--- config.mk ---
export PLATFORM = sky130hd
export DESIGN_NAME = ctrlport_timed_regs_top
export DESIGN_NICKNAME = d
export VERILOG_FILES = /design/src/rtl/ctrlport_pkg.sv /design/src/rtl/ctrlport_timed_regs_top.sv /design/src/rtl/ctrlport_reg_file.sv /design/src/rtl/ctrlport_timer.sv /design/src/rtl/timebase_counter.sv /design/src/rtl/ctrlport_flop_fifo.sv
export SDC_FILE = /design/constraint.sdc
export NUM_CORES = 1
export LEC_CHECK = 0
export BUFFER_PORTS_ARGS = -buffer_cell sky130_fd_sc_hd__buf_2
export CORE_MARGIN = 4
export CORE_UTILIZATION = 45
export CTS_BUF_LIST = sky130_fd_sc_hd__clkbuf_4 sky130_fd_sc_hd__clkbuf_8
export DETAILED_ROUTE_END_ITERATION = 8
export GPL_TIMING_DRIVEN = 0
export PLACE_DENSITY = 0.65
export SLEW_MARGIN = 20
export SYNTH_ARGS = -nofsm -noshare
export SYNTH_HDL_FRONTEND = slang
export SYNTH_SLANG_ARGS = --single-unit
export TNS_END_PERCENT = 1
--- constraint.sdc ---
create_clock -name clk -period 2.1 [get_ports clk]
set_input_delay 0.42 -clock clk [delete_from_list [all_inputs] [get_ports clk]]
set_output_delay 0.42 -clock clk [all_outputs]
set_load 0.1 [all_outputs]
--- src/rtl/ctrlport_pkg.sv ---
package ctrlport_pkg;

  // Control-port request address width
  // Byte addresses; registers sit on 32-bit word boundaries
  localparam int CTRL_ADDR_W = 20;

  // Request and response data width
  localparam int CTRL_DATA_W = 32;

  // One byte enable per data byte
  localparam int CTRL_BE_W = CTRL_DATA_W / 8;

  // Timestamp width for timed requests and the local timebase
  localparam int TIME_W = 64;

  // Response status carried with every acknowledge
  // Encoding matches the control-port status field
  typedef enum logic [1:0] {
    // Request completed
    STS_OKAY    = 2'b00,
    // Address not mapped in the endpoint
    STS_CMDERR  = 2'b01,
    // Timed request arrived late and was dropped
    STS_TSERR   = 2'b10,
    // Reserved for endpoint warnings, not generated here
    STS_WARNING = 2'b11
  } ctrl_status_e;

endpackage
--- src/rtl/ctrlport_timed_regs_top.sv ---
`timescale 1ns/100ps

module ctrlport_timed_regs_top #(
  parameter bit EXEC_LATE_CMDS = 1'b0,
  parameter int TICK_DIV       = 4,
  parameter int NUM_REGS       = 8
) (
  input  logic                                 clk,
  input  logic                                 i_arst_n,
  input  logic [3:0]                           i_time_ignore_bits,
  input  logic                                 i_req_wr,
  input  logic                                 i_req_rd,
  input  logic [ctrlport_pkg::CTRL_ADDR_W-1:0] i_req_addr,
  input  logic [ctrlport_pkg::CTRL_DATA_W-1:0] i_req_data,
  input  logic [ctrlport_pkg::CTRL_BE_W-1:0]   i_req_byte_en,
  input  logic                                 i_req_has_time,
  input  logic [ctrlport_pkg::TIME_W-1:0]      i_req_time,
  output logic                                 o_resp_ack,
  output ctrlport_pkg::ctrl_status_e           o_resp_status,
  output logic [ctrlport_pkg::CTRL_DATA_W-1:0] o_resp_data,
  output logic [ctrlport_pkg::TIME_W-1:0]      o_time_now
);
  import ctrlport_pkg::*;

  // Timebase strobe into the timer
  logic                   time_stb;

  // Timer to register file
  logic                   reg_req_wr;
  logic                   reg_req_rd;
  logic [CTRL_ADDR_W-1:0] reg_req_addr;
  logic [CTRL_DATA_W-1:0] reg_req_data;
  logic [CTRL_BE_W-1:0]   reg_req_byte_en;
  logic                   reg_resp_ack;
  ctrl_status_e           reg_resp_status;
  logic [CTRL_DATA_W-1:0] reg_resp_data;

  timebase_counter #(.TICK_DIV(TICK_DIV)) u_timebase (
    .clk       (clk),
    .i_arst_n  (i_arst_n),
    .o_time_now(o_time_now),
    .o_time_stb(time_stb)
  );

  // Shares the exported time with the host
  ctrlport_timer #(.EXEC_LATE_CMDS(EXEC_LATE_CMDS)) u_timer (
    .clk               (clk),
    .i_arst_n          (i_arst_n),
    .i_time_now        (o_time_now),
    .i_time_stb        (time_stb),
    .i_time_ignore_bits(i_time_ignore_bits),
    .s_req_wr          (i_req_wr),
    .s_req_rd          (i_req_rd),
    .s_req_addr        (i_req_addr),
    .s_req_data        (i_req_data),
    .s_req_byte_en     (i_req_byte_en),
    .s_req_has_time    (i_req_has_time),
    .s_req_time        (i_req_time),
    .s_resp_ack        (o_resp_ack),
    .s_resp_status     (o_resp_status),
    .s_resp_data       (o_resp_data),
    .m_req_wr          (reg_req_wr),
    .m_req_rd          (reg_req_rd),
    .m_req_addr        (reg_req_addr),
    .m_req_data        (reg_req_data),
    .m_req_byte_en     (reg_req_byte_en),
    .m_resp_ack        (reg_resp_ack),
    .m_resp_status     (reg_resp_status),
    .m_resp_data       (reg_resp_data)
  );

  ctrlport_reg_file #(.NUM_REGS(NUM_REGS)) u_reg_file (
    .clk          (clk),
    .i_arst_n     (i_arst_n),
    .i_req_wr     (reg_req_wr),
    .i_req_rd     (reg_req_rd),
    .i_req_addr   (reg_req_addr),
    .i_req_data   (reg_req_data),
    .i_req_byte_en(reg_req_byte_en),
    .o_resp_ack   (reg_resp_ack),
    .o_resp_status(reg_resp_status),
    .o_resp_data  (reg_resp_data)
  );

endmodule

--- src/rtl/ctrlport_reg_file.sv ---
`timescale 1ns/100ps

module ctrlport_reg_file #(
  parameter int NUM_REGS = 8
) (
  input  logic                                 clk,
  input  logic                                 i_arst_n,
  input  logic                                 i_req_wr,
  input  logic                                 i_req_rd,
  input  logic [ctrlport_pkg::CTRL_ADDR_W-1:0] i_req_addr,
  input  logic [ctrlport_pkg::CTRL_DATA_W-1:0] i_req_data,
  input  logic [ctrlport_pkg::CTRL_BE_W-1:0]   i_req_byte_en,
  output logic                                 o_resp_ack,
  output ctrlport_pkg::ctrl_status_e           o_resp_status,
  output logic [ctrlport_pkg::CTRL_DATA_W-1:0] o_resp_data
);
  import ctrlport_pkg::*;

  // Register index width, at least one bit
  localparam int IDX_W = (NUM_REGS > 1) ? $clog2(NUM_REGS) : 1;

  logic [CTRL_DATA_W-1:0] regs [NUM_REGS];
  logic [CTRL_ADDR_W-3:0] word_addr;
  logic [IDX_W-1:0]       reg_idx;
  logic                   addr_hit;

  // Byte address to word index
  assign word_addr = i_req_addr[CTRL_ADDR_W-1:2];
  assign reg_idx   = word_addr[IDX_W-1:0];

  // Mapped only when word-aligned and inside the bank
  assign addr_hit = (i_req_addr[1:0] == 2'b00) && (int'(word_addr) < NUM_REGS);

  // Register bank with per-byte write enables
  always_ff @(posedge clk or negedge i_arst_n) begin
    if (!i_arst_n) begin
      for (int i = 0; i < NUM_REGS; i++) begin
        regs[i] <= '0;
      end
    end else if (i_req_wr && addr_hit) begin
      for (int b = 0; b < CTRL_BE_W; b++) begin
        if (i_req_byte_en[b]) begin
          regs[reg_idx][8*b +: 8] <= i_req_data[8*b +: 8];
        end
      end
    end
  end

  // Ack one cycle after any request
  always_ff @(posedge clk or negedge i_arst_n) begin
    if (!i_arst_n) begin
      o_resp_ack <= 1'b0;
    end else begin
      o_resp_ack <= i_req_wr || i_req_rd;
    end
  end

  // Status and read data travel with the ack
  // Writes and unmapped accesses return zero data
  always_ff @(posedge clk) begin
    if (i_req_wr || i_req_rd) begin
      o_resp_status <= addr_hit ? STS_OKAY : STS_CMDERR;
      o_resp_data   <= (addr_hit && i_req_rd) ? regs[reg_idx] : '0;
    end
  end

  // A request is either a read or a write
  a_wr_rd_exclusive : assert property (
    @(posedge clk) disable iff (!i_arst_n)
    !(i_req_wr && i_req_rd)
  ) else $error("register file got read and write together");

endmodule

--- src/rtl/ctrlport_timer.sv ---
`timescale 1ns/100ps

module ctrlport_timer #(
  parameter bit EXEC_LATE_CMDS = 1'b0
) (
  input  logic                                 clk,
  input  logic                                 i_arst_n,
  input  logic [ctrlport_pkg::TIME_W-1:0]      i_time_now,
  input  logic                                 i_time_stb,
  input  logic [3:0]                           i_time_ignore_bits,
  input  logic                                 s_req_wr,
  input  logic                                 s_req_rd,
  input  logic [ctrlport_pkg::CTRL_ADDR_W-1:0] s_req_addr,
  input  logic [ctrlport_pkg::CTRL_DATA_W-1:0] s_req_data,
  input  logic [ctrlport_pkg::CTRL_BE_W-1:0]   s_req_byte_en,
  input  logic                                 s_req_has_time,
  input  logic [ctrlport_pkg::TIME_W-1:0]      s_req_time,
  output logic                                 s_resp_ack,
  output ctrlport_pkg::ctrl_status_e           s_resp_status,
  output logic [ctrlport_pkg::CTRL_DATA_W-1:0] s_resp_data,
  output logic                                 m_req_wr,
  output logic                                 m_req_rd,
  output logic [ctrlport_pkg::CTRL_ADDR_W-1:0] m_req_addr,
  output logic [ctrlport_pkg::CTRL_DATA_W-1:0] m_req_data,
  output logic [ctrlport_pkg::CTRL_BE_W-1:0]   m_req_byte_en,
  input  logic                                 m_resp_ack,
  input  ctrlport_pkg::ctrl_status_e           m_resp_status,
  input  logic [ctrlport_pkg::CTRL_DATA_W-1:0] m_resp_data
);
  import ctrlport_pkg::*;

  // Cached request: wr, rd, addr, data, byte enables, has_time, time
  localparam int REQ_W  = 2 + CTRL_ADDR_W + CTRL_DATA_W + CTRL_BE_W + 1 + TIME_W;
  // Cached response: status and data
  localparam int RESP_W = 2 + CTRL_DATA_W;

  logic                   req_valid;
  logic                   req_has_time;
  logic [TIME_W-1:0]      req_time;
  logic [TIME_W-1:0]      time_mask;
  logic                   m_req_wr_raw;
  logic                   m_req_rd_raw;

  // Stage 0 masks both times
  logic                   valid_0;
  logic                   has_time_0;
  logic                   stb_0;
  logic [TIME_W-1:0]      now_0;
  logic [TIME_W-1:0]      req_time_0;
  // Stage 1 compares
  logic                   valid_1;
  logic                   has_time_1;
  logic                   stb_1;
  logic                   eq_1;
  logic                   lt_1;
  // Stage 2 decides
  logic                   pending;
  logic                   has_time_2;
  logic                   on_time;
  logic                   late;

  logic                   exec;
  logic                   drop;
  logic                   consume;
  ctrl_status_e           resp_status_in;
  logic [CTRL_DATA_W-1:0] resp_data_in;
  logic [1:0]             resp_status_q;

  // Holds the request until it is executed or dropped
  ctrlport_flop_fifo #(.WIDTH(REQ_W)) u_req_cache (
    .clk     (clk),
    .i_arst_n(i_arst_n),
    .i_data  ({s_req_wr, s_req_rd, s_req_addr, s_req_data, s_req_byte_en,
               s_req_has_time, s_req_time}),
    .i_valid (s_req_wr | s_req_rd),
    .i_ready (consume),
    .o_data  ({m_req_wr_raw, m_req_rd_raw, m_req_addr, m_req_data, m_req_byte_en,
               req_has_time, req_time}),
    .o_valid (req_valid)
  );

  // Ignore the low time bits in both operands
  assign time_mask = {TIME_W{1'b1}} << i_time_ignore_bits;

  // Pipeline valids and decision flags
  // Cleared on consume so a popped request leaves no trace behind
  always_ff @(posedge clk or negedge i_arst_n) begin
    if (!i_arst_n) begin
      valid_0 <= 1'b0;
      valid_1 <= 1'b0;
      pending <= 1'b0;
      on_time <= 1'b0;
      late    <= 1'b0;
    end else if (consume) begin
      valid_0 <= 1'b0;
      valid_1 <= 1'b0;
      pending <= 1'b0;
      on_time <= 1'b0;
      late    <= 1'b0;
    end else begin
      valid_0 <= req_valid;
      valid_1 <= valid_0;
      pending <= valid_1;
      // Time is only trusted in the cycle it was strobed
      on_time <= valid_1 && has_time_1 && stb_1 && eq_1;
      late    <= valid_1 && has_time_1 && stb_1 && lt_1;
    end
  end

  // Pipeline payload, qualified by the valids above
  always_ff @(posedge clk) begin
    has_time_0 <= req_has_time;
    stb_0      <= i_time_stb;
    now_0      <= i_time_now & time_mask;
    req_time_0 <= req_time & time_mask;
    has_time_1 <= has_time_0;
    stb_1      <= stb_0;
    eq_1       <= (req_time_0 == now_0);
    lt_1       <= (req_time_0 < now_0);
    has_time_2 <= has_time_1;
  end

  // Untimed goes straight through, timed waits for its tick
  assign exec    = pending && (!has_time_2 || on_time || (EXEC_LATE_CMDS && late));
  assign drop    = late && !exec;
  assign consume = exec || drop;

  assign m_req_wr = m_req_wr_raw & exec;
  assign m_req_rd = m_req_rd_raw & exec;

  // Dropped requests answer locally with a timestamp error
  assign resp_status_in = drop ? STS_TSERR : m_resp_status;
  assign resp_data_in   = drop ? '0 : m_resp_data;

  // Response is held one cycle and self-drains as the ack pulse
  ctrlport_flop_fifo #(.WIDTH(RESP_W)) u_resp_cache (
    .clk     (clk),
    .i_arst_n(i_arst_n),
    .i_data  ({resp_status_in, resp_data_in}),
    .i_valid (m_resp_ack | drop),
    .i_ready (s_resp_ack),
    .o_data  ({resp_status_q, s_resp_data}),
    .o_valid (s_resp_ack)
  );

  assign s_resp_status = ctrl_status_e'(resp_status_q);

  // Downstream strobes only for a cached request chosen for execution
  a_fwd_needs_exec : assert property (
    @(posedge clk) disable iff (!i_arst_n)
    (m_req_wr || m_req_rd) |-> (exec && req_valid)
  ) else $error("downstream request without execute");

  // Host keeps one request outstanding
  a_one_outstanding : assert property (
    @(posedge clk) disable iff (!i_arst_n)
    (s_req_wr || s_req_rd) |-> !req_valid
  ) else $error("new request while previous one is still cached");

endmodule

--- src/rtl/timebase_counter.sv ---
`timescale 1ns/100ps

module timebase_counter #(
  parameter int TICK_DIV = 4
) (
  input  logic                            clk,
  input  logic                            i_arst_n,
  output logic [ctrlport_pkg::TIME_W-1:0] o_time_now,
  output logic                            o_time_stb
);
  import ctrlport_pkg::*;

  // Divider sized for the strobe period, at least one bit
  localparam int               DIV_W    = (TICK_DIV > 1) ? $clog2(TICK_DIV) : 1;
  localparam logic [DIV_W-1:0] DIV_LAST = DIV_W'(TICK_DIV - 1);

  logic [DIV_W-1:0] div_cnt;
  logic             div_wrap;

  // Last cycle of the divider period
  assign div_wrap = (div_cnt == DIV_LAST);

  // Strobe and time update on the same edge
  // so the new time is valid together with the strobe
  always_ff @(posedge clk or negedge i_arst_n) begin
    if (!i_arst_n) begin
      div_cnt    <= '0;
      o_time_stb <= 1'b0;
      o_time_now <= '0;
    end else begin
      o_time_stb <= div_wrap;
      if (div_wrap) begin
        div_cnt    <= '0;
        o_time_now <= o_time_now + TIME_W'(1);
      end else begin
        div_cnt <= div_cnt + DIV_W'(1);
      end
    end
  end

endmodule

--- src/rtl/ctrlport_flop_fifo.sv ---
`timescale 1ns/100ps

module ctrlport_flop_fifo #(
  parameter int WIDTH = 8
) (
  input  logic             clk,
  input  logic             i_arst_n,
  input  logic [WIDTH-1:0] i_data,
  input  logic             i_valid,
  input  logic             i_ready,
  output logic [WIDTH-1:0] o_data,
  output logic             o_valid
);

  // Single storage slot
  logic [WIDTH-1:0] data_q;
  logic             full;

  // Occupancy flag
  // A push wins over a pop in the same cycle, so push-while-popping refills
  always_ff @(posedge clk or negedge i_arst_n) begin
    if (!i_arst_n) begin
      full <= 1'b0;
    end else if (i_valid) begin
      full <= 1'b1;
    end else if (i_ready && full) begin
      full <= 1'b0;
    end
  end

  // Payload capture on every push
  always_ff @(posedge clk) begin
    if (i_valid) begin
      data_q <= i_data;
    end
  end

  assign o_data  = data_q;
  assign o_valid = full;

  // Overflow check: the slot may only be overwritten while it is being drained
  a_no_overflow : assert property (
    @(posedge clk) disable iff (!i_arst_n)
    (i_valid && full) |-> i_ready
  ) else $error("flop fifo pushed while full without a pop");

endmodule

==> results of run 1 <==
per-layer routing:
metal | wire length [um] | vias up | part of all wire [%] | global-route usage, %
li1 | - | 7180 | - | -
met3 | 3300 | 138 | 5.3 | 4.28
met2 | 30900 | 440 | 50 | 35.3
met5 | 7 | - | 0.011 | 0
met4 | 1900 | 2 | 3.1 | 7.43
met1 | 25700 | 7868 | 42 | 26.3
critical path, delay by kind of cell, from the launching register on:
family,cells,cell delay [ps]
and+or+nand+nor,4,1380
DFF,1,390
buffers and inverters,1,200
AOI/OAI and AO/OA,1,170
where the power goes:
group,switching [mW],leakage (nW),internal (mW)
Combinational,1.71,5.59,0.668
Clock,5.15,1.26,6.67
Sequential,0.262,7.52,13.8
Total,7.12,14.4,21.1
state kept, by name, summed over array words and instances (netlist names), 2 cells and up:
signal,cells
u_reg_file.o_resp_data,32
u_reg_file.regs,256
u_timebase.div_cnt,2
u_timebase.o_time_now,64
u_timer.now_0,64
u_timer.req_time_0,64
u_timer.u_req_cache.o_data,123
u_timer.u_resp_cache.o_data,34
how the worst max path moves through the flow:
stage                                          from  slack [ps]                         end  cells after the start
floorplan                 u_timebase.o_time_now[45]        -260   u_timebase.o_time_now[63]                      6
global placement                           i_arst_n       -6800   u_timebase.o_time_now[31]                      1
detailed placement  u_timer.u_req_cache.o_data[104]       -1220  u_reg_file.o_resp_data[16]                      6
CTS                 u_timer.u_req_cache.o_data[109]        -180        u_reg_file.regs[135]                      8
global route        u_timer.u_req_cache.o_data[111]        -270   u_reg_file.o_resp_data[4]                      6
finish              u_timer.u_req_cache.o_data[111]        -210  u_reg_file.o_resp_data[11]                      6
synth_stat cells, types with 11 or more instances:
cell type	number	area [um^2]
dfrtp_1	331	8280
edfxtp_1	190	5710
mux2_2	187	2110
dfxtp_1	135	2700
inv_1	72	270
ha_1	66	826
a22oi_1	64	480
and2_1	59	369
mux2_1	56	631
nand2_1	50	188
xnor2_1	48	420
nand3_1	37	185
a221oi_1	35	307
a22o_1	32	280
a31oi_1	32	200
nand2_4	32	360
a21oi_1	29	145
and3_1	23	144
clkbuf_1	23	86.3
nand4_1	22	138
nor2_1	22	82.6
buf_2	20	100
o21ai_0	15	75.1
xor2_1	15	131
mux2_4	14	210
and4_1	11	96.3
cells by family (layout without fill, tap and decap cells):
group	Yosys count	after routing	share of synthesized area (%)
flops	656	656	66.6
simple gates	298	298	7.55
mux	257	257	11.8
compound gates	222	222	6.39
buf+inv	123	696	2.17
fa+ha+maj	66	66	3.30
xor+xnor	63	63	2.20
other cells	0	3	0
layout make-up:
type | instances | share of cell area, %
clock buffer | 168 | 6.45
buffer | 49 | 1.40
multi-input combinational | 906 | 26.3
tap | 748 | 2.93
sequential | 656 | 52.5
antenna | 3 | 0.0235
inverter | 72 | 0.846
timing repair buffer | 375 | 8.69
clock inverter | 32 | 0.904
timing repair:
action / in CTS / in global routing
setup endpoints to repair: 381 / 388
hold endpoints to repair: 194 / 0
resized for setup: 118 / 80
buffers inserted: 14 / 2
pin swaps: 11 / 8
hold buffers: 125 / 0
==> summary.txt, run 1 <==
Detailed routing
  – Avg Vias per Cell: 5.19
  – Final ANT Viol Nets: 0
  – Remaining DRCs: 0
  – First-pass DRT Iterations: 5
  – Routed vias: 15,600
  – Avg WL per Cell: 20.6 um
  – DR iter-0 viols: 948
  – Final wirelength: a little over 60,000 um

Synthesis
  – Synthesized cell area: 25,100 um^2
  – Async set-reset flop share out of synthesis: 50.5%
  – Mean Syn Cell Area: between 10 and 15 um^2
  – Seq cells post-synth: 656
  – Post-synth net total: 1,880
  – Sequential area share after synthesis: between 60% and 70%
  – Post-synth EDFFs: 190
  – Top FF cell, synth: dfrtp_1
  – Yosys warnings: 0
  – Post-Synthesis Cells: 1,685
  – Post-synth cell types: 53

STA
  – Final worst setup slack: -214 ps
  – Setup_tns: -38,800 ps
  – Worst Hold Slack: ~110 ps
  – # setup viols final: 289
  – Final Slew Violations: 0
  – Slew headroom: 52.7%
  – Final period util: 110%
  – Fin. Hold Viols: 0
  – Final clock skew: 30.4 ps
  – Fin crit period: 2310 ps
  – Maximum clock frequency: 432 MHz
  – RSZ-0062 raised after global routing: true
  – Worst Tran Pin Value: approximately 710 ps

Worst setup path
  – Worst Reg-to-Reg Cells: 6
  – Arrival time at the worst endpoint: 2850 ps
  – FF-to-FF End: u_reg_file.o_resp_data[11]
  – CP max stage cell: or3_4
  – Worst-path cell chain: nor4_2 > nand2_1 > or3_4 > or3_4 > buf_12 > a31oi_1
  – CP endpoint kind: flop
  – Reg2Reg Setup Slack: -210 ps
  – FF-to-FF Start: u_timer.u_req_cache.o_data[111]
  – Largest stage delay, worst path: 470 ps
  – Critical path peak fanout: 10
  – Critical path class: flop to flop
  – CP Launch Type: flop
  – Most repeated library cell on the critical path: or3_4
  – Worst Path Required: around 2600 ps

Clock tree
  – CTS tree: done
  – CTS buffer count: 105
  – CTS max path bufs: 3
  – # H-tree levels: 3
  – Root Buffer: clkbuf_8
  – Clock sink count: 656
  – Worst-path clk slew: around 60 ps
  – Clk_lat worst skew: 710 ps

Worst hold path
  – Worst Hold Class: primary input to flop
  – Hold Startpoint: i_time_ignore_bits[3]
  – WHS Path Cells: 3
  – Hold Path Sink: u_timer.now_0[13]

Final layout
  – Highest-count cells in the layout ignoring fill and taps: dfrtp_1 (290), buf_2 (201), edfxtp_1 (190), mux2_2 (187), dfxtp_1 (135)
  – Design area: ~32,000 um^2
  – Leading cell type in the layout, fill and taps excluded: dfrtp_1
  – Share of layout cells above drive strength 1: 37.4%
  – Register area: 16,800 um^2
  – Area delta synth->final: 27.6%
  – Final #Nets: 2,360
  – Footprint of the multi-input gates: 8390 um^2
  – Final non-filler cell total: 3,009
  – Final Core Density: 58.0%
  – Fillers: 4,376

Placed design
  – HPWL Detailed: ~40,000 um
  – Port Buffers: 227
  – Placed cells: approximately 2,700
  – DP Area: between 20,000 and 30,000 um^2
  – Routability cong.: 0.804
  – Post-Place Setup Slack: -1220 ps

Floorplanning
  – # IOs: 228
  – DIE HEIGHT: between 200 and 250 um
  – Die width: 244 um
  – Core Region: approximately 55,000 um^2
  – Num rows: 86
  – Die area: 59,500 um^2
  – Initial Utilization: 45.5%

Global route
  – GRT Total Usage: between 20% and 30%
  – Initial antenna violation count: 5
  – Largest net degree at the start of global routing: 104
  – First-pass GRT wire length: 95,700 um
  – Overflow after GRT: 0
  – Vias in the first global route: between 15,000 and 20,000

Power
  – Pwr Total: 28.2 mW
  – Leak: 14.4 nW
  – Max IR drop VDD: 778 uV
  – Pwr Density: between 800 and 900 nW/um^2

Run status
  – Failing checks: negative setup slack
  – Run status: finished, violations left

Run
  – Max Cap Viol: 0
Power figures use the tool's default switching activity.
==> inputs of run 2 (changes only) <==
PLACE_DENSITY = 0.62   (was 0.65)
clock period = 2.89 ns   (was 2.1 ns; I/O delays follow)
==> summary.txt, run 2 (synthesis gave the netlist of run 1 again) <==
STA
  – # setup viols final: 0
  – Worst Tran Pin Value: 1020 ps
  – Fin crit period: 2800 ps
  – Final period util: 96.9%
  – Final clock skew: 34.8 ps
  – Final worst setup slack: between 80 and 90 ps
  – Maximum clock frequency: 357 MHz
  – RSZ-0062 raised after global routing: false
  – Final Slew Violations: 0
  – Slew headroom: 31.8%
  – Setup_tns: 0 ps
  – Worst Hold Slack: 61.8 ps
  – Fin. Hold Viols: 0

Worst setup path
  – Reg2Reg Setup Slack: 90 ps
  – Critical path peak fanout: 10
  – Critical path class: flop to flop
  – Worst Path Required: 3390 ps
  – CP endpoint kind: flop
  – CP Launch Type: flop
  – Arrival time at the worst endpoint: 3300 ps

Detailed routing
  – Avg Vias per Cell: 5.18
  – Final ANT Viol Nets: 0
  – Met3 WL: 2990 um
  – DR iter-0 viols: 836
  – First-pass DRT Iterations: 7
  – Routed vias: 15,400
  – Avg WL per Cell: ~20 um
  – Remaining DRCs: 0
  – Met2 WL: 29,100 um
  – Final wirelength: ~60,000 um
  – WL met1: 26,300 um
  – DR top layer: met5

Placed design
  – DP Area: 27,300 um^2
  – HPWL Detailed: slightly below 40,000 um
  – Post-Place Setup Slack: -384 ps
  – Routability cong.: 0.788
  – Port Buffers: 227

Power
  – Pwr Density: 663 nW/um^2
  – Leak: approximately 14 nW
  – Max IR drop VDD: 498 uV

Final layout
  – Leading cell type in the layout, fill and taps excluded: dfrtp_1
  – Max reg flops: roughly 260
  – Design area: 30,600 um^2
  – Final #Nets: 2,318
  – Reg with most FFs: u_reg_file.regs
  – Highest-count cells in the layout ignoring fill and taps: dfrtp_1 (331), buf_2 (245), edfxtp_1 (190), mux2_2 (187), dfxtp_1 (135)
  – Area delta synth->final: 22.3%
  – Share of layout cells above drive strength 1: 32.3%

Clock tree
  – CTS max path bufs: 3
  – CTS tree: done
  – Clk_lat worst skew: 710 ps
  – Clock sink count: 656
  – CTS buffer count: about 110
  – Worst-path clk slew: 60 ps
  – Root Buffer: clkbuf_8
  – # H-tree levels: 3

Floorplanning
  – Initial Utilization: a little under half
  – Die area: 59,500 um^2
  – # IOs: 228
  – Num rows: 86
  – Die width: approximately 240 um
  – Core Region: about 55,000 um^2
  – DIE HEIGHT: 244 um

Global route
  – GRT Total Usage: between 20% and 30%
  – Overflow after GRT: 0
  – First-pass GRT wire length: 94,400 um
  – Largest net degree at the start of global routing: between 90 and 100
  – Vias in the first global route: between 15,000 and 20,000
  – Initial antenna violation count: 6

Run status
  – Run status: finished, final reports clean

Worst hold path
  – Worst Hold Class: primary input to flop

Run
  – Max Cap Viol: 0
==> run 2: cell types whose count changed in the layout (fill, tap and decap cells not counted), moves of 12 or more <==
cell           previous run  this run
buf_2                   201       245
clkbuf_8                130       116
a31oi_4                  12         0
dfrtp_1                 290       331
dfrtp_2                  27         0
dfrtp_4                  14         0
dlygate4sd3_1           125        91
a31oi_1                  16        32
mux2_4                   36        14
mux2_1                   34        56
buf_4                    30         4
==> run 2: area by class of cell <==
type	count	area [um^2]
Fill cell	4638	24500
Buffer	50	280
Antenna cell	6	15.0
Sequential cell	656	16700
Inverter	72	270
Multi-Input combinational cell	906	7860
Timing Repair Buffer	329	2280
Clock inverter	28	263
Tap cell	748	936
Clock buffer	176	2050
==> run 2: timing repair <==
action | 4_1_cts | 5_1_grt
setup endpoints to repair | 32 | 8
endpoints found under the hold margin | 156 | 2
resized for setup | 11 | 4
pin swaps | 0 | 1
hold buffers | 89 | 2
buffers inserted | 0 | 3
cloned | 0 | 0
==> run 2: per-layer routing <==
| metal | vias up | GRT usage (%) |
|---|---|---|
| li1 | 7102 | - |
| met4 | 2 | 7.46 |
| met5 | - | 0 |
| met1 | 7746 | 27.1 |
| met3 | 130 | 4.47 |
| met2 | 421 | 33.5 |
==> run 2: report_power, final <==
part	leakage, nW	internal [mW]	switching (mW)	total (mW)
Clock	1.23	4.78	3.68	8.46
Combinational	5.36	0.431	1.22	1.65
Sequential	7.59	10.0	0.187	10.2
==> run 2: through the flow <==
step	power, mW	cells	utilization, %
global route	21.2	2967	55.6
detailed placement	12.0	2668	49.6
CTS	20.6	2960	55.5
finish	20.3	2971	55.6
global placement	11.9	2660	49.2
floorplan	11.3	1685	-
==> run 2: path summary, 6_finish.rpt <==
kind | startpoint | to | cells after the start
min in group asynchronous | i_arst_n | u_timer.u_resp_cache.o_valid | 2
min | i_req_data[12] | u_timer.u_req_cache.o_data[81] | 1
max | u_timer.u_req_cache.o_data[104] | u_reg_file.o_resp_data[16] | 6
min reg2reg | u_timer.stb_0 | u_timer.stb_1 | 0
max reg2reg | u_timer.u_req_cache.o_data[104] | u_reg_file.o_resp_data[16] | 6
max in group asynchronous | i_arst_n | u_timebase.o_time_now[44] | 4
==> run 2: critical path: stages (launching register included) <==
cell      delay (ps)
edfxtp_1         320
buf_2            220
nand2_1           90
nor2_2           640
clkbuf_1         810
a221oi_1         190
a31oi_1          300
==> inputs of run 3 (changes only) <==
SYNTH_HIERARCHICAL = 1   (was default)
==> summary.txt, run 3 <==
Synthesis
  – Async set-reset flop share out of synthesis: between 50% and 60%
  – Seq cells post-synth: 656
  – Post-Synthesis Cells: 1,729
  – Post-synth EDFFs: 190
  – Post-synth net total: 1,924
  – Synth top area cells: dfrtp_1 (33%), edfxtp_1 (23%), mux2_2 (12%)
  – Yosys warnings: 6
  – Top-count cell post-synth: dfrtp_1
  – Synth cell count leaders: dfrtp_1 (331), mux2_2 (257), edfxtp_1 (190), dfxtp_1 (135), inv_1 (84)
  – Post-synth cell types: 55
  – Share of the synthesized area in the top cell type: 33.0%
  – Top cell type by total area after synthesis: dfrtp_1
  – Mean Syn Cell Area: 14.5 um^2
  – Top FF cell, synth: dfrtp_1
  – Sequential area share after synthesis: 66.5%
  – Synthesized cell area: between 20,000 and 30,000 um^2

Worst setup path
  – FF-to-FF Start: u_timer/u_req_cache/o_data[103]
  – Worst Path Required: 3350 ps
  – Most repeated library cell on the critical path: clkbuf_2
  – CP endpoint kind: flop
  – CP max stage cell: nor3_2
  – Worst Reg-to-Reg Cells: 5
  – FF-to-FF End: u_reg_file/o_resp_data[19]
  – Delay-heaviest family, CP: buffers and inverters
  – Worst path bufs/invs: 2
  – Critical path class: flop to flop
  – Largest stage delay, worst path: 680 ps
  – Critical path peak fanout: 10
  – Reg2Reg Setup Slack: -0.7 ps
  – Arrival time at the worst endpoint: 3360 ps
  – Worst-path cell chain: nor3_2 > clkbuf_2 > clkbuf_2 > a22oi_1 > a31oi_1
  – CP Launch Type: flop

Power
  – Part of the power in the clock network: 42.4%
  – Sw Share: 25.2%
  – Pwr Density: approximately 690 nW/um^2
  – Switch Pwr: 5.30 mW
  – P_int: 15.8 mW
  – Power share of the combinational group: between 8 and 9%
  – Leak: 13.6 nW
  – Max IR drop VDD: 348 uV
  – Sequential power share: between 40% and 50%

Floorplanning
  – Num rows: 86
  – Core Region: around 55,000 um^2
  – Die area: around 60,000 um^2
  – Initial Utilization: 45.5%
  – Die width: around 240 um
  – # IOs: 228
  – DIE HEIGHT: 244 um

STA
  – Slew headroom: 33.5%
  – Worst Tran Pin Value: 997 ps
  – Final clock skew: ~27 ps
  – Final period util: 100%
  – RSZ-0062 raised after global routing: true
  – Maximum clock frequency: 346 MHz
  – Worst Hold Slack: 50.7 ps
  – Fin crit period: 2890 ps
  – Final Slew Violations: 0
  – Setup_tns: -0.715 ps
  – Fin. Hold Viols: 0
  – Final worst setup slack: -0.715 ps
  – # setup viols final: 1

Global route
  – GRT Total Usage: 21.0%
  – Largest net degree at the start of global routing: 79
  – Vias in the first global route: around 17,000
  – First-pass GRT wire length: slightly below 100,000 um
  – Initial antenna violation count: 3
  – Overflow after GRT: 0

Final layout
  – Share of layout cells above drive strength 1: 35.1%
  – Leading cell type in the layout, fill and taps excluded: dfrtp_1
  – Area delta synth->final: 22.4%
  – Highest-count cells in the layout ignoring fill and taps: dfrtp_1 (331), mux2_2 (257), buf_2 (228), edfxtp_1 (190), dfxtp_1 (135)
  – Design area: 30,700 um^2
  – Reg with most FFs: u_reg_file/regs
  – Max reg flops: 256
  – Final #Nets: 2,346
  – Final Core Density: 55.6%

Worst hold path
  – Worst Hold Class: primary input to flop
  – Hold Startpoint: i_req_data[30]
  – WHS Path Cells: 1
  – Hold Path Sink: u_timer/u_req_cache/o_data[99]

Placed design
  – HPWL Detailed: 41,300 um
  – Routability cong.: 0.817
  – DP Area: around 27,000 um^2
  – Port Buffers: 227

Detailed routing
  – Final ANT Viol Nets: 0
  – Routed vias: roughly 16,000
  – Remaining DRCs: 0
  – Final wirelength: 62,600 um
  – Avg WL per Cell: ~21 um
  – DR iter-0 viols: roughly 990
  – First-pass DRT Iterations: 6
  – Avg Vias per Cell: 5.24

Clock tree
  – Root Buffer: clkbuf_8
  – CTS tree: done
  – Worst-path clk slew: 60 ps
  – CTS buffer count: 107
  – Clk_lat worst skew: 710 ps
  – Clock sink count: approximately 660
  – CTS max path bufs: 3
  – # H-tree levels: 3

Run status
  – Failing checks: negative setup slack
  – Run status: finished, violations left

Run
  – Max Cap Viol: 0
[run 3: worst register-to-register path, cell delays in order, from the launching register on]
cell and delay, ps:
edfxtp_1 550, nor3_2 680, clkbuf_2 480, clkbuf_2 480
a22oi_1 130, a31oi_1 360
[run 3: routing by layer]
metal / GRT usage [%] / vias up / share of wire [%]
li1: - / 7210 / -
met1: 27.5 / 7877 / 43
met2: 34.7 / 480 / 48
met3: 4.71 / 124 / 6.4
met4: 7.39 / 4 / 2.9
met5: 0 / - / 0.043
[run 3: worst max-delay path by stage]
stage | startpoint | end | slack (ps) | cells after the start
after global routing | u_timer/on_time | u_reg_file/regs[16] | -70 | 7
final | u_timer/u_req_cache/o_data[103] | u_reg_file/o_resp_data[19] | -0.7 | 5
after floorplan | u_timebase/o_time_now[0] | u_timebase/o_time_now[62] | 350 | 6
after CTS | u_timer/on_time | u_reg_file/regs[20] | -100 | 7
after detailed placement | u_timer/u_req_cache/o_data[103] | u_reg_file/o_resp_data[16] | -740 | 5
after global placement | i_arst_n | u_timer/u_resp_cache/o_valid | -5100 | 1
[run 3: layout make-up]
type                            instances  area [um^2]
Antenna cell                            1         2.50
Buffer                                 40          178
Clock buffer                          162         2000
Clock inverter                         42          440
Fill cell                            4525        24500
Inverter                               85          319
Multi-Input combinational cell        948         8030
Sequential cell                       656        16700
Tap cell                              748          936
Timing Repair Buffer                  313         2110
[run 3: logic make-up after synthesis]
family | Yosys count | synth area share [%]
buffers and inverters | 125 | 1.89
and+or+nand+nor | 338 | 8.22
DFF | 656 | 66.5
adders and majority gates | 66 | 3.29
xor gates and xnor gates | 62 | 2.16
muxes | 257 | 11.5
AOI/OAI and AO/OA | 224 | 6.40
other | 1 | 0.0149
[run 3: power groups by stage]
stage | clock [mW] | combinational, mW | sequential [mW]
after floorplan | 0 | 0.442 | 11.1
after global placement | 0 | 1.69 | 10.5
after detailed placement | 0 | 1.78 | 10.5
after CTS | 9.16 | 1.87 | 10.3
after global routing | 9.59 | 1.98 | 10.3
final | 8.93 | 1.85 | 10.3
[run 3: timing repair]
item | in CTS | in global routing
endpoints found under the setup margin | 288 | 256
resized for setup | 22 | 6
pin swaps | 0 | 1
setup buffers | 0 | 1
endpoints found under the hold margin | 118 | 0
hold buffers | 76 | 0
[run 3: metrics by stage]
stage                     setup WS (ps)  instances  total power, mW
after global routing              -71.6       2995             21.9
after floorplan                     346       1729             11.6
after global placement            -5100       2704             12.2
final                            -0.715       2995             21.1
after CTS                          -103       2993             21.3
after detailed placement           -742       2713             12.2
